## config.mk

```make
export PLATFORM = sky130hd
export DESIGN_NAME = motor_top
export DESIGN_NICKNAME = d
export VERILOG_FILES = /design/src/source/motor_pkg.sv /design/src/source/axil_pkg.sv /design/src/source/motor_regs.sv /design/src/source/cmd_queue.sv /design/src/source/speed_profile.sv /design/src/source/step_engine.sv /design/src/source/motor_top.sv
export SDC_FILE = /design/constraint.sdc
export NUM_CORES = 1
export LEC_CHECK = 0
export ABC_AREA = 0
export BUFFER_PORTS_ARGS = -buffer_cell sky130_fd_sc_hd__buf_2
export CAP_MARGIN = 15
export CORE_ASPECT_RATIO = 2
export CORE_MARGIN = 2
export CORE_UTILIZATION = 58
export DETAILED_ROUTE_END_ITERATION = 10
export HOLD_SLACK_MARGIN = 0.15
export PLACE_DENSITY = 0.77
export SYNTH_ARGS = -nofsm -noshare
export SYNTH_HDL_FRONTEND = slang
export SYNTH_SLANG_ARGS = --single-unit
```

## constraint.sdc

```tcl
create_clock -name clk -period 5.1 [get_ports clk]
set_clock_uncertainty 0.15 [all_clocks]
set_input_delay 0.255 -clock clk [delete_from_list [all_inputs] [get_ports clk]]
set_output_delay 0.255 -clock clk [all_outputs]
set_load 0.03 [all_outputs]
```

## src/source/motor_pkg.sv

```systemverilog
`default_nettype none

package motor_pkg;

	localparam int STEP_W = 16;
	localparam int SPEED_W = 16;

	// ramp shape, A(i) = RAMP_BASE - RAMP_SLOPE * min(i, RAMP_LEN-1)
	localparam int RAMP_LEN = 16;
	localparam int RAMP_ADDR_W = 4;
	localparam logic [SPEED_W-1:0] RAMP_BASE = SPEED_W'(200);
	localparam logic [SPEED_W-1:0] RAMP_SLOPE = SPEED_W'(12);

	// idle clocks before stepping the other way
	localparam logic [3:0] REVERSE_DELAY = 4'd8;

	localparam int QUEUE_LEVEL_W = 3;
	localparam logic [QUEUE_LEVEL_W-1:0] QUEUE_DEPTH = QUEUE_LEVEL_W'(4);

	typedef struct packed {
		logic [SPEED_W-1:0] speed;
		logic [STEP_W-1:0] steps;
		logic dir;
	} move_cmd_t;

	typedef struct packed {
		logic busy;
		logic [QUEUE_LEVEL_W-1:0] level;
		logic [11:0] done_cnt;
	} motor_status_t;

endpackage

`default_nettype wire

```

## src/source/axil_pkg.sv

```systemverilog
`default_nettype none

package axil_pkg;

	localparam int ADDR_W = 4;
	localparam int DATA_W = 32;

	localparam logic [ADDR_W-1:0] REG_SPEED = 4'h0;
	localparam logic [ADDR_W-1:0] REG_MOVE = 4'h4;
	localparam logic [ADDR_W-1:0] REG_CTRL = 4'h8;
	localparam logic [ADDR_W-1:0] REG_STATUS = 4'hC;

	localparam logic [1:0] RESP_OKAY = 2'b00;
	localparam logic [1:0] RESP_SLVERR = 2'b10;

	typedef struct packed {
		logic [ADDR_W-1:0] addr;
		logic valid;
	} axil_aw_t;

	typedef struct packed {
		logic [DATA_W-1:0] data;
		logic [DATA_W/8-1:0] strb;
		logic valid;
	} axil_w_t;

	typedef struct packed {
		logic [1:0] resp;
		logic valid;
	} axil_b_t;

	typedef struct packed {
		logic [ADDR_W-1:0] addr;
		logic valid;
	} axil_ar_t;

	typedef struct packed {
		logic [DATA_W-1:0] data;
		logic [1:0] resp;
		logic valid;
	} axil_r_t;

endpackage

`default_nettype wire

```

## src/source/motor_regs.sv

```systemverilog
`timescale 1ns/1ps
`default_nettype none

module motor_regs (
	input  wire clk,
	input  wire resetn,
	input  wire axil_pkg::axil_aw_t i_aw,
	input  wire axil_pkg::axil_w_t i_w,
	input  wire axil_pkg::axil_ar_t i_ar,
	input  wire i_bready,
	input  wire i_rready,
	input  wire motor_pkg::motor_status_t i_status,
	input  wire [motor_pkg::QUEUE_LEVEL_W-1:0] i_queue_level,
	output logic o_awready,
	output logic o_wready,
	output logic o_arready,
	output axil_pkg::axil_b_t o_b,
	output axil_pkg::axil_r_t o_r,
	output logic o_push,
	output motor_pkg::move_cmd_t o_cmd,
	output logic o_stop
);
	logic wr_fire;
	logic rd_fire;
	logic queue_full;
	logic [1:0] wr_resp;
	logic b_valid;
	logic [1:0] b_resp;
	logic r_valid;
	logic [1:0] r_resp;
	logic [axil_pkg::DATA_W-1:0] r_data;
	logic [motor_pkg::SPEED_W-1:0] speed_reg;
	logic [motor_pkg::STEP_W:0] move_reg;

	// aw and w taken together, one write in flight
	assign wr_fire = i_aw.valid && i_w.valid && !b_valid;
	assign o_awready = wr_fire;
	assign o_wready = wr_fire;
	assign rd_fire = i_ar.valid && !r_valid;
	assign o_arready = !r_valid;
	assign queue_full = (i_queue_level == motor_pkg::QUEUE_DEPTH);

	always_comb begin
		wr_resp = axil_pkg::RESP_OKAY;
		case (i_aw.addr)
		axil_pkg::REG_SPEED, axil_pkg::REG_CTRL: wr_resp = axil_pkg::RESP_OKAY;
		axil_pkg::REG_MOVE: if (queue_full) wr_resp = axil_pkg::RESP_SLVERR;
		default: wr_resp = axil_pkg::RESP_SLVERR;
		endcase
	end

	always_ff @(posedge clk) begin
		if (!resetn) begin
			b_valid <= 1'b0;
			r_valid <= 1'b0;
			o_push <= 1'b0;
			o_stop <= 1'b0;
			speed_reg <= '0;
			move_reg <= '0;
		end else begin
			o_push <= 1'b0;
			o_stop <= 1'b0;
			if (wr_fire) begin
				b_valid <= 1'b1;
				case (i_aw.addr)
				axil_pkg::REG_SPEED: begin
					if (i_w.strb[0])
						speed_reg[7:0] <= i_w.data[7:0];
					if (i_w.strb[1])
						speed_reg[15:8] <= i_w.data[15:8];
				end
				axil_pkg::REG_MOVE: begin
					if (!queue_full) begin
						o_push <= 1'b1;
						move_reg <= i_w.data[motor_pkg::STEP_W:0];
					end
				end
				axil_pkg::REG_CTRL: o_stop <= i_w.data[0];
				default: ;
				endcase
			end else if (i_bready) begin
				b_valid <= 1'b0;
			end
			if (rd_fire)
				r_valid <= 1'b1;
			else if (i_rready)
				r_valid <= 1'b0;
		end
	end

	always_ff @(posedge clk) begin
		if (wr_fire) begin
			b_resp <= wr_resp;
			o_cmd.speed <= speed_reg;
			o_cmd.steps <= i_w.data[motor_pkg::STEP_W-1:0];
			o_cmd.dir <= i_w.data[motor_pkg::STEP_W];
		end
		if (rd_fire) begin
			r_resp <= axil_pkg::RESP_OKAY;
			case (i_ar.addr)
			axil_pkg::REG_SPEED:
				r_data <= {{(axil_pkg::DATA_W-motor_pkg::SPEED_W){1'b0}}, speed_reg};
			axil_pkg::REG_MOVE:
				r_data <= {{(axil_pkg::DATA_W-motor_pkg::STEP_W-1){1'b0}}, move_reg};
			axil_pkg::REG_CTRL: r_data <= '0;
			axil_pkg::REG_STATUS: r_data <= {{(axil_pkg::DATA_W-
				$bits(motor_pkg::motor_status_t)){1'b0}}, i_status};
			default: begin
				r_data <= '0;
				r_resp <= axil_pkg::RESP_SLVERR;
			end
			endcase
		end
	end

	always_comb begin
		o_b.resp = b_resp;
		o_b.valid = b_valid;
		o_r.data = r_data;
		o_r.resp = r_resp;
		o_r.valid = r_valid;
	end

	// full is judged at the handshake, the push lands a cycle later
	assert property (@(posedge clk) disable iff (!resetn)
		o_push |-> i_queue_level != motor_pkg::QUEUE_DEPTH)
		else $error("move pushed into a full queue");

endmodule

`default_nettype wire

```

## src/source/cmd_queue.sv

```systemverilog
`timescale 1ns/1ps
`default_nettype none

module cmd_queue (
	input  wire clk,
	input  wire resetn,
	input  wire i_push,
	input  wire motor_pkg::move_cmd_t i_cmd,
	input  wire i_pop,
	input  wire i_flush,
	output motor_pkg::move_cmd_t o_head,
	output logic o_not_empty,
	output logic [motor_pkg::QUEUE_LEVEL_W-1:0] o_level
);
	motor_pkg::move_cmd_t mem [motor_pkg::QUEUE_DEPTH];
	logic [motor_pkg::QUEUE_LEVEL_W-2:0] wr_ptr;
	logic [motor_pkg::QUEUE_LEVEL_W-2:0] rd_ptr;
	logic [motor_pkg::QUEUE_LEVEL_W-1:0] count;
	logic do_push;

	assign do_push = i_push && (count != motor_pkg::QUEUE_DEPTH);

	always_ff @(posedge clk) begin
		if (do_push)
			mem[wr_ptr] <= i_cmd;
	end

	// pointers wrap by width, depth is a power of two
	always_ff @(posedge clk) begin
		if (!resetn || i_flush) begin
			wr_ptr <= '0;
			rd_ptr <= '0;
			count <= '0;
		end else begin
			if (do_push)
				wr_ptr <= wr_ptr + 1'b1;
			if (i_pop)
				rd_ptr <= rd_ptr + 1'b1;
			case ({do_push, i_pop})
			2'b10: count <= count + 1'b1;
			2'b01: count <= count - 1'b1;
			default: ;
			endcase
		end
	end

	assign o_head = mem[rd_ptr];
	assign o_not_empty = (count != '0);
	assign o_level = count;

	assert property (@(posedge clk) disable iff (!resetn) i_pop |-> count != '0)
		else $error("pop from an empty command queue");

endmodule

`default_nettype wire

```

## src/source/speed_profile.sv

```systemverilog
`timescale 1ns/1ps
`default_nettype none

module speed_profile (
	input  wire clk,
	input  wire [motor_pkg::RAMP_ADDR_W-1:0] i_acc_addr,
	input  wire [motor_pkg::RAMP_ADDR_W-1:0] i_dec_addr,
	output logic [motor_pkg::SPEED_W-1:0] o_acc_period,
	output logic [motor_pkg::SPEED_W-1:0] o_dec_period
);
	logic [motor_pkg::SPEED_W-1:0] ramp_rom [motor_pkg::RAMP_LEN];

	// constant table, half-period shrinks by one slope per entry
	always_comb begin
		for (int i = 0; i < motor_pkg::RAMP_LEN; i++) begin
			ramp_rom[i[motor_pkg::RAMP_ADDR_W-1:0]] = motor_pkg::RAMP_BASE -
				motor_pkg::RAMP_SLOPE * i[motor_pkg::SPEED_W-1:0];
		end
	end

	// decel side reads the same ramp, indexed by steps left
	always_ff @(posedge clk) begin
		o_acc_period <= ramp_rom[i_acc_addr];
		o_dec_period <= ramp_rom[i_dec_addr];
	end

endmodule

`default_nettype wire

```

## src/source/step_engine.sv

```systemverilog
`timescale 1ns/1ps
`default_nettype none

module step_engine (
	input  wire clk,
	input  wire resetn,
	input  wire motor_pkg::move_cmd_t i_cmd,
	input  wire i_cmd_valid,
	input  wire i_stop,
	input  wire [motor_pkg::SPEED_W-1:0] i_acc_period,
	input  wire [motor_pkg::SPEED_W-1:0] i_dec_period,
	input  wire [motor_pkg::QUEUE_LEVEL_W-1:0] i_queue_level,
	output logic o_pop,
	output logic [motor_pkg::RAMP_ADDR_W-1:0] o_acc_addr,
	output logic [motor_pkg::RAMP_ADDR_W-1:0] o_dec_addr,
	output logic o_drive,
	output logic o_dir,
	output motor_pkg::motor_status_t o_status
);
	typedef enum logic [1:0] {IDLE, PREPARE, RUNNING} state_t;

	state_t state;
	logic take;
	logic [motor_pkg::STEP_W-1:0] step_cnt;
	logic [motor_pkg::STEP_W-1:0] step_remain;
	logic step_done;
	logic [$bits(motor_pkg::REVERSE_DELAY)-1:0] prep_cnt;
	logic [motor_pkg::SPEED_W-1:0] speed_max;
	logic [motor_pkg::SPEED_W-1:0] ramp_max;
	logic [motor_pkg::SPEED_W-1:0] period;
	logic [motor_pkg::SPEED_W-1:0] half_cnt;
	logic [11:0] done_cnt;

	assign take = (state == IDLE) && i_cmd_valid && !i_stop;
	assign o_pop = take;

	// table index saturates at the last entry
	assign o_acc_addr = (|step_cnt[motor_pkg::STEP_W-1:motor_pkg::RAMP_ADDR_W]) ?
		'1 : step_cnt[motor_pkg::RAMP_ADDR_W-1:0];
	assign o_dec_addr = (|step_remain[motor_pkg::STEP_W-1:motor_pkg::RAMP_ADDR_W]) ?
		'1 : step_remain[motor_pkg::RAMP_ADDR_W-1:0];

	// slowest of accel, decel and cruise wins
	assign ramp_max = (i_acc_period > i_dec_period) ? i_acc_period : i_dec_period;

	always_ff @(posedge clk) begin
		if (take)
			speed_max <= i_cmd.speed;
		period <= (ramp_max > speed_max) ? ramp_max : speed_max;
	end

	always_ff @(posedge clk) begin
		if (!resetn) begin
			state <= IDLE;
			prep_cnt <= '0;
			step_cnt <= '0;
			step_remain <= '0;
			step_done <= 1'b0;
			half_cnt <= '0;
			done_cnt <= '0;
			o_drive <= 1'b0;
			o_dir <= 1'b0;
		end else if (i_stop) begin
			// aborted move is not counted
			state <= IDLE;
			o_drive <= 1'b0;
		end else begin
			case (state)
			IDLE: begin
				// zero-step moves are popped and dropped
				if (take && i_cmd.steps != '0) begin
					state <= PREPARE;
					prep_cnt <= (i_cmd.dir != o_dir) ?
						motor_pkg::REVERSE_DELAY - 1'b1 : '0;
					o_dir <= i_cmd.dir;
					step_cnt <= '0;
					step_remain <= i_cmd.steps - 1'b1;
					step_done <= 1'b0;
				end
			end
			PREPARE: begin
				// two clocks for table read and max stage
				half_cnt <= {{(motor_pkg::SPEED_W-1){1'b0}}, 1'b1};
				if (prep_cnt == '0)
					state <= RUNNING;
				else
					prep_cnt <= prep_cnt - 1'b1;
			end
			RUNNING: begin
				if (half_cnt != '0) begin
					half_cnt <= half_cnt - 1'b1;
				end else if (step_done) begin
					state <= IDLE;
					done_cnt <= done_cnt + 1'b1;
				end else begin
					o_drive <= ~o_drive;
					half_cnt <= period;
					// falling edge closes step k
					if (o_drive) begin
						if (step_remain == '0) begin
							step_done <= 1'b1;
						end else begin
							step_cnt <= step_cnt + 1'b1;
							step_remain <= step_remain - 1'b1;
						end
					end
				end
			end
			default: state <= IDLE;
			endcase
		end
	end

	always_comb begin
		o_status.busy = (state != IDLE);
		o_status.level = i_queue_level;
		o_status.done_cnt = done_cnt;
	end

	assert property (@(posedge clk) disable iff (!resetn) (state != RUNNING) |-> !o_drive)
		else $error("drive high outside RUNNING");

endmodule

`default_nettype wire

```

## src/source/motor_top.sv

```systemverilog
`timescale 1ns/1ps
`default_nettype none

module motor_top (
	input  wire clk,
	input  wire resetn,
	input  wire axil_pkg::axil_aw_t i_aw,
	input  wire axil_pkg::axil_w_t i_w,
	input  wire axil_pkg::axil_ar_t i_ar,
	input  wire i_bready,
	input  wire i_rready,
	output logic o_awready,
	output logic o_wready,
	output logic o_arready,
	output axil_pkg::axil_b_t o_b,
	output axil_pkg::axil_r_t o_r,
	output logic o_drive,
	output logic o_dir
);
	logic push;
	logic pop;
	logic stop;
	logic not_empty;
	motor_pkg::move_cmd_t push_cmd;
	motor_pkg::move_cmd_t head_cmd;
	motor_pkg::motor_status_t status;
	logic [motor_pkg::QUEUE_LEVEL_W-1:0] level;
	logic [motor_pkg::RAMP_ADDR_W-1:0] acc_addr;
	logic [motor_pkg::RAMP_ADDR_W-1:0] dec_addr;
	logic [motor_pkg::SPEED_W-1:0] acc_period;
	logic [motor_pkg::SPEED_W-1:0] dec_period;

	motor_regs motor_regs_inst (
		.clk(clk), .resetn(resetn),
		.i_aw(i_aw), .i_w(i_w), .i_ar(i_ar),
		.i_bready(i_bready), .i_rready(i_rready),
		.i_status(status), .i_queue_level(level),
		.o_awready(o_awready), .o_wready(o_wready), .o_arready(o_arready),
		.o_b(o_b), .o_r(o_r),
		.o_push(push), .o_cmd(push_cmd), .o_stop(stop)
	);

	cmd_queue cmd_queue_inst (
		.clk(clk), .resetn(resetn),
		.i_push(push), .i_cmd(push_cmd), .i_pop(pop), .i_flush(stop),
		.o_head(head_cmd), .o_not_empty(not_empty), .o_level(level)
	);

	speed_profile speed_profile_inst (
		.clk(clk),
		.i_acc_addr(acc_addr), .i_dec_addr(dec_addr),
		.o_acc_period(acc_period), .o_dec_period(dec_period)
	);

	step_engine step_engine_inst (
		.clk(clk), .resetn(resetn),
		.i_cmd(head_cmd), .i_cmd_valid(not_empty), .i_stop(stop),
		.i_acc_period(acc_period), .i_dec_period(dec_period),
		.i_queue_level(level),
		.o_pop(pop), .o_acc_addr(acc_addr), .o_dec_addr(dec_addr),
		.o_drive(o_drive), .o_dir(o_dir), .o_status(status)
	);

endmodule

`default_nettype wire

```

* Yosys cells after proc, flatten, opt, wreduce, memory -nomap -nowiden *
Memory sizes are Yosys's and may differ from the RTL's. A register that Yosys moved wholly into a read port is not among the register bits.
Index checks and enable logic that the tools add are counted.

operators by class
  bitwise logic cells = 8
  reduce and logical (&&, ||, !) cells = 45
  add/subtract/negate cells = 10
  mux-type cells = 48
  eq/ne operators = 21
  $lt $le $gt $ge = 2

operators with widths
  cell                                                                   number
  16-bit two-way mux                                                     14
  16-bit one-hot mux with 2 select lines                                 3
  17-bit one-hot mux with 3 select lines                                 1
  16-bit by 1-bit subtractor with 16-bit output, second input constant   3
  16-bit > comparator                                                    2
  16-bit nonzero test                                                    2
  3-bit AND reduction                                                    8
  12-bit OR reduction                                                    2
  16-bit by 1-bit adder with 16-bit output, second input constant        1
  16-bit zero test                                                       1
  2-bit two-way mux                                                      8
  4-bit two-way mux                                                      4
  4-bit AND reduction                                                    4
  2-bit nonzero test                                                     7
  12-bit by 1-bit adder with 12-bit output, second input constant        1
  4-bit equality test, second input constant                             3
  4-bit zero test                                                        3
  1-bit two-way mux                                                      12
  2-bit inequality test, second input constant                           5
  4-bit inverter with 5-bit output                                       2
  4-bit by 3-bit equality test with 1-bit output, second input constant  2
  4-bit one-hot mux with 2 select lines                                  1
  1-bit logical AND                                                      7
  7-bit AND reduction                                                    1
  other kinds (22)                                                       37

word-level totals
  output and inout bits = 43
  register bits after elaboration = 214
  ROM bits = 512
  input port bits = 51
  memories kept = 3
  word-level logic and storage cells = 164
  RAM bits = 132

memories
  memory              words  width  rd ports  clocked after memory_dff  wr ports  RTL line             RTL
  (no name shown)     16     16     1         1                         0         speed_profile.sv:23  o_acc_period <= ramp_rom[i_acc_addr];
  (no name shown)     16     16     1         1                         0         speed_profile.sv:24  o_dec_period <= ramp_rom[i_dec_addr];
  cmd_queue_inst.mem  4      33     1         1                         1         cmd_queue.sv:15      motor_pkg::move_cmd_t mem [motor_pkg::QUEUE_DEPTH];

* Longest topological paths before layout *
  depth in word-level cells = 6
  gate-level depth with buffers = 18
  gate-level depth less buffers = 17

* Cells and area by module *
Synthesis repeated with hierarchy kept, for this count alone.

unflattened totals
  cells, all modules = 1314
  area, all modules = 15831.4 µm²

modules (own cells, without submodules)
  module         area each (µm²)  seq. area each (µm²)  cells an instance  times used
  step_engine    6333.6           2182.1                730                1
  cmd_queue      5267.6           4144.0                220                1
  motor_regs     3593.4           2302.2                301                1
  speed_profile  636.9            240.2                 63                 1

* Least setup slack after synthesis *
OpenSTA, ideal clock, no wires.

  path kind = reg2reg
  from = register motor_regs_inst.b_valid
  to = register motor_regs_inst.move_reg[10] (netlist bit)
  setup slack = 0.880 ns
  stages on the path, launching flop included = 8
  period minus slack after synthesis = 4.220 ns
  arrival = 3.942 ns
  path buffers = 2
  setup time = 0.128 ns
  data required time = 4.822 ns
  cell sequence = dfxtp_1 > nor2_1 > nand2_1 > nor3_1 > buf_1 > clkbuf_1 > mux2i_1 > nor2_1

between the ends
  longest elaborated chain between the ends = 3

ends and longest elaborated chain
  element                               RTL line          RTL
  start, declared                       motor_regs.sv:27  logic b_valid;
  start signal, assigned                motor_regs.sv:54  b_valid <= 1'b0;
  start signal, assigned                motor_regs.sv:64  b_valid <= 1'b1;
  start signal, assigned                motor_regs.sv:82  b_valid <= 1'b0;
  1-bit zero test                       motor_regs.sv:36  assign wr_fire = i_aw.valid && i_w.valid && !b_valid;
  1-bit logical AND                     motor_regs.sv:36
  via o_awready                         motor_top.sv:12   output logic o_awready,
  3-bit AND reduction (no source line)  --
  end signal, assigned                  motor_regs.sv:75  move_reg <= i_w.data[motor_pkg::STEP_W:0];
  end, declared                         motor_regs.sv:33  logic [motor_pkg::STEP_W:0] move_reg;

The timed path passes the listed nets, and every way through them passes these cells.
A chain may end at the register's enable or synchronous reset.

* Final worst setup path *
  from = register speed_profile_inst.o_dec_period[3] (netlist bit)
  to = register step_engine_inst.period[4] (netlist bit)

between the ends
  longest elaborated chain between the ends = 4

ends and longest elaborated chain
  element                 RTL line            RTL
  start, declared         speed_profile.sv:9  output logic [motor_pkg::SPEED_W-1:0] o_dec_period
  16-bit > comparator     step_engine.sv:44   assign ramp_max = (i_acc_period > i_dec_period) ? i_acc_period : i_dec_period;
  16-bit two-way mux (*)  step_engine.sv:44
  16-bit > comparator     step_engine.sv:49   period <= (ramp_max > speed_max) ? ramp_max : speed_max;
  16-bit two-way mux (*)  step_engine.sv:49
  end signal, assigned    step_engine.sv:49
  end, declared           step_engine.sv:30   logic [motor_pkg::SPEED_W-1:0] period;

Mark *: on every way between the ends. The rest lies on a longest branch, timed or not.

==> flow_metrics.py <==
metrics = {
    "clock_network": {
        "post_cts_buffers": 0,
        "ctsLongestPathBuffers": 3,
        "h-tree-depth": 1,
        "postCtsHoldBufs": 33,
        "cts_resized": 0,
        "path_clk_slew_ns": 0.07,
        "tritoncts": "built",
        "clock-root-buffer": "clkbuf_16",
        "insertion_delay_ns": 0.56,
        "cts_buffers": 29,
        "cts.sinks": 343,
    },
    "placed_design": {
        "place_area_um2": 15300,
        "place_inst": 1604,
        "place.gp.congestion": 0.864,
        "hpwl_um": 21800,
        "pre_cts_slack_ns": 1.14,
        "portBuffers": 59,
    },
    "cells_and_area": {
        "largestRegisters": "cmd_queue_inst.mem x132, motor_regs_inst.o_cmd x33",
        "fin_util_pct": 65.7,
        "area_delta_synth_final_pct": 12.4,
        "nFillCells": 1817,
        "fin_area_um2": 16700,
        "regArea_um2": 8870,
        "layout.nets": 1414,
        "n_antenna_cell": 0,
        "top_register": "cmd_queue_inst.mem",
        "multi_input_area_um2": 5430,
        "fin_cells": 1689,
        "drive_gt1_share_pct": 12.9,
        "largest_register_ffs": 132,
    },
    "timing": {
        "min_period_ns": 4.01,
        "maxClockFrequency_mhz": 249,
        "rsz0062_at_grt": "false",
        "finalCritPeriodShare_pct": 78.7,
        "setup_viol": 0,
        "worst_pin_slew_ns": 1.04,
        "worst_slack_ns": 1.09,
        "fin_setup_tns_ns": 0,
        "timing.hold.ws_ns": 0.157,
        "slew_headroom_pct": 30.0,
        "final_hold_viol_count": 0,
        "slew_viol_final": 0,
    },
    "synthesis": {
        "ys_top_cells_by_count": "edfxtp_1, dfxtp_1, nor2_1",
        "ys_ff_latch": 343,
        "synth_largest_area_cell": "edfxtp_1",
        "yosysMostFrequentCell": "edfxtp_1",
        "synthCells": 1259,
        "ys_seq_area_share_pct": 59.6,
        "synthArstFlopShare_pct": 0,
        "synth_edf_count": 200,
        "synthFlopType": "edfxtp_1",
        "synth_area_per_cell_um2": 11.8,
        "yosys_warnings": 0,
        "synth_top_area_share_pct": 40.4,
        "synthTopCellsByArea": "edfxtp_1, dfxtp_1, mux2i_1",
        "syn-cell-area_um2": 14900,
        "ys_types": 74,
    },
    "setup_path": {
        "reg2reg_to": "step_engine_inst.period[4]",
        "cp_max_fo": 8,
        "crit_start": "speed_profile_inst.o_dec_period[3]",
        "r2r-start": "speed_profile_inst.o_dec_period[3]",
        "arrival_ns": 4.34,
        "startpoint_type": "flip-flop",
        "reg2reg_depth": 17,
        "crit_required_ns": 5.43,
        "rrSetupSlack_ns": 1.09,
        "critPathKind": "flip-flop to flip-flop",
        "crit_path_end_kind": "flip-flop",
    },
    "global_routing": {
        "use_met1_pct": 28.9,
        "met3_usage_pct": 3.26,
        "grt_max_degree": 48,
        "grt_use_met2_pct": 44.3,
        "busiest_layer": "met2",
        "grt_pass1_wl_um": 52300,
        "grt_antenna_before_repair": 0,
        "grt_usage_pct": 25.0,
        "grt_overflow_total": 0,
        "grt_pass1_vias": 10174,
    },
    "pwr": {
        "p_per_area_nw_per_um2": 440,
        "leakage_nw": 5.97,
        "power_mw": 7.36,
        "ir_worst_vdd_uv": 327,
    },
    "hold_path": {
        "min_from": "i_ar[1]",
        "hold_path.class": "input pin to flip-flop",
        "min_to": "motor_regs_inst.r_data[12]",
        "hold_depth": 3,
    },
    "floorplan": {
        "die_w_um": 117,
        "rows": 83,
        "die_h_um": 231,
        "dieArea_um2": 27000,
        "coreArea_um2": 25400,
        "start_util_pct": 58.5,
        "ios": 94,
    },
    "routing": {
        "wire_per_inst_um": 19.8,
        "via_count": 10072,
        "vias_per_cell": 5.96,
        "drt.antenna.violating_nets": 0,
        "dr.pass1.iters": 6,
        "drc": 0,
        "drt-total-wl_um": 33500,
        "drtIter0Drc": 746,
    },
    "outcome": {
        "outcome": "complete, no violations",
    },
    "run": {
        "cap_violations": 0,
    },
}
[cell families (layout without fill, tap and decap cells)]
family                   count (synthesis)  count (layout)  synth area share, %
flip-flops                             343             343                 59.6
buffers and inverters                  133             207                 4.43
adder cells (fa/ha/maj)                 35              35                 2.99
other                                    1              17               0.0252
multiplexers                            95              95                 8.75
XOR/XNOR                                31              31                 1.82
AO/OA/AOI/OAI                          230             230                 9.68
AND/OR/NAND/NOR                        391             391                 12.7
[cells in the final DEF (no fill, tap or decap), drive strengths merged, types with 8 or more instances in the layout]
cell         synthesis  final
mux2i               66     66
xnor2               14     14
mux4                28     28
o31ai                8      8
dlygate4sd3          0     33
nor2               128    128
clkbuf              48     34
inv                 43     45
edfxtp             200    200
a211oi               8      8
a22oi               11     11
xor2                17     17
nand4                8      8
nor4                15     15
nor3                23     23
nand2               85     85
and3                12     12
ha                  34     34
and2                 8      8
dfxtp              143    143
o21ai               46     46
a31oi                9      9
conb                 1     17
a21oi               94     94
or3                 16     16
bufinv               0      9
nor2b               11     11
buf                 41     78
nand3               48     48
[final cells by class]
cell class              instances  area share, %
inverters                      44          0.988
multi-input cells             799           32.4
well taps                     340           2.54
clock buffers                  34           4.45
flip-flops and latches        343           53.0
clock inverters                18           1.93
repair buffers                111           4.59
[worst max-delay path: stages (launching register included)]
cell     delay (ns)
dfxtp_1        0.34
inv_1          0.06
ha_1           0.29
nor2b_1        0.15
o21a_1         0.17
o21a_1         0.16
o21a_1         0.17
o21ai_0        0.50
a22oi_1        0.19
nand2_1        0.13
ha_1           0.24
a21o_1         0.18
a21o_1         0.17
a21o_1         0.17
a21o_1         0.17
a21o_1         0.25
and2_1         0.25
a31oi_1        0.20
[how the worst max path moves through the flow]
stage          depth (start not counted)                            to  slack, ns
2_1_floorplan                          7  motor_regs_inst.move_reg[10]       0.88
3_3_place_gp                          17    step_engine_inst.period[2]       1.26
3_5_place_dp                          17    step_engine_inst.period[4]       1.14
4_1_cts                               17    step_engine_inst.period[4]       1.13
5_1_grt                               17    step_engine_inst.period[7]       0.90
6_report                              17    step_engine_inst.period[4]       1.09
[report_power, final]
group | leakage (nW) | switching, mW | internal [mW]
combinational | 2.45 | 0.994 | 0.621
sequential | 3.00 | 0.145 | 3.12
clock | 0.514 | 0.978 | 1.50
total | 5.97 | 2.12 | 5.24
[routing by layer]
layer	part of all wire [%]	wire [µm]	vias to the layer above
met2	53	17600	382
met5	0	0	-
met1	37	12400	4885
li1	-	-	4710
met4	5.3	1790	0
met3	5.0	1670	95
Note: power is estimated with default switching activity, not from simulation.
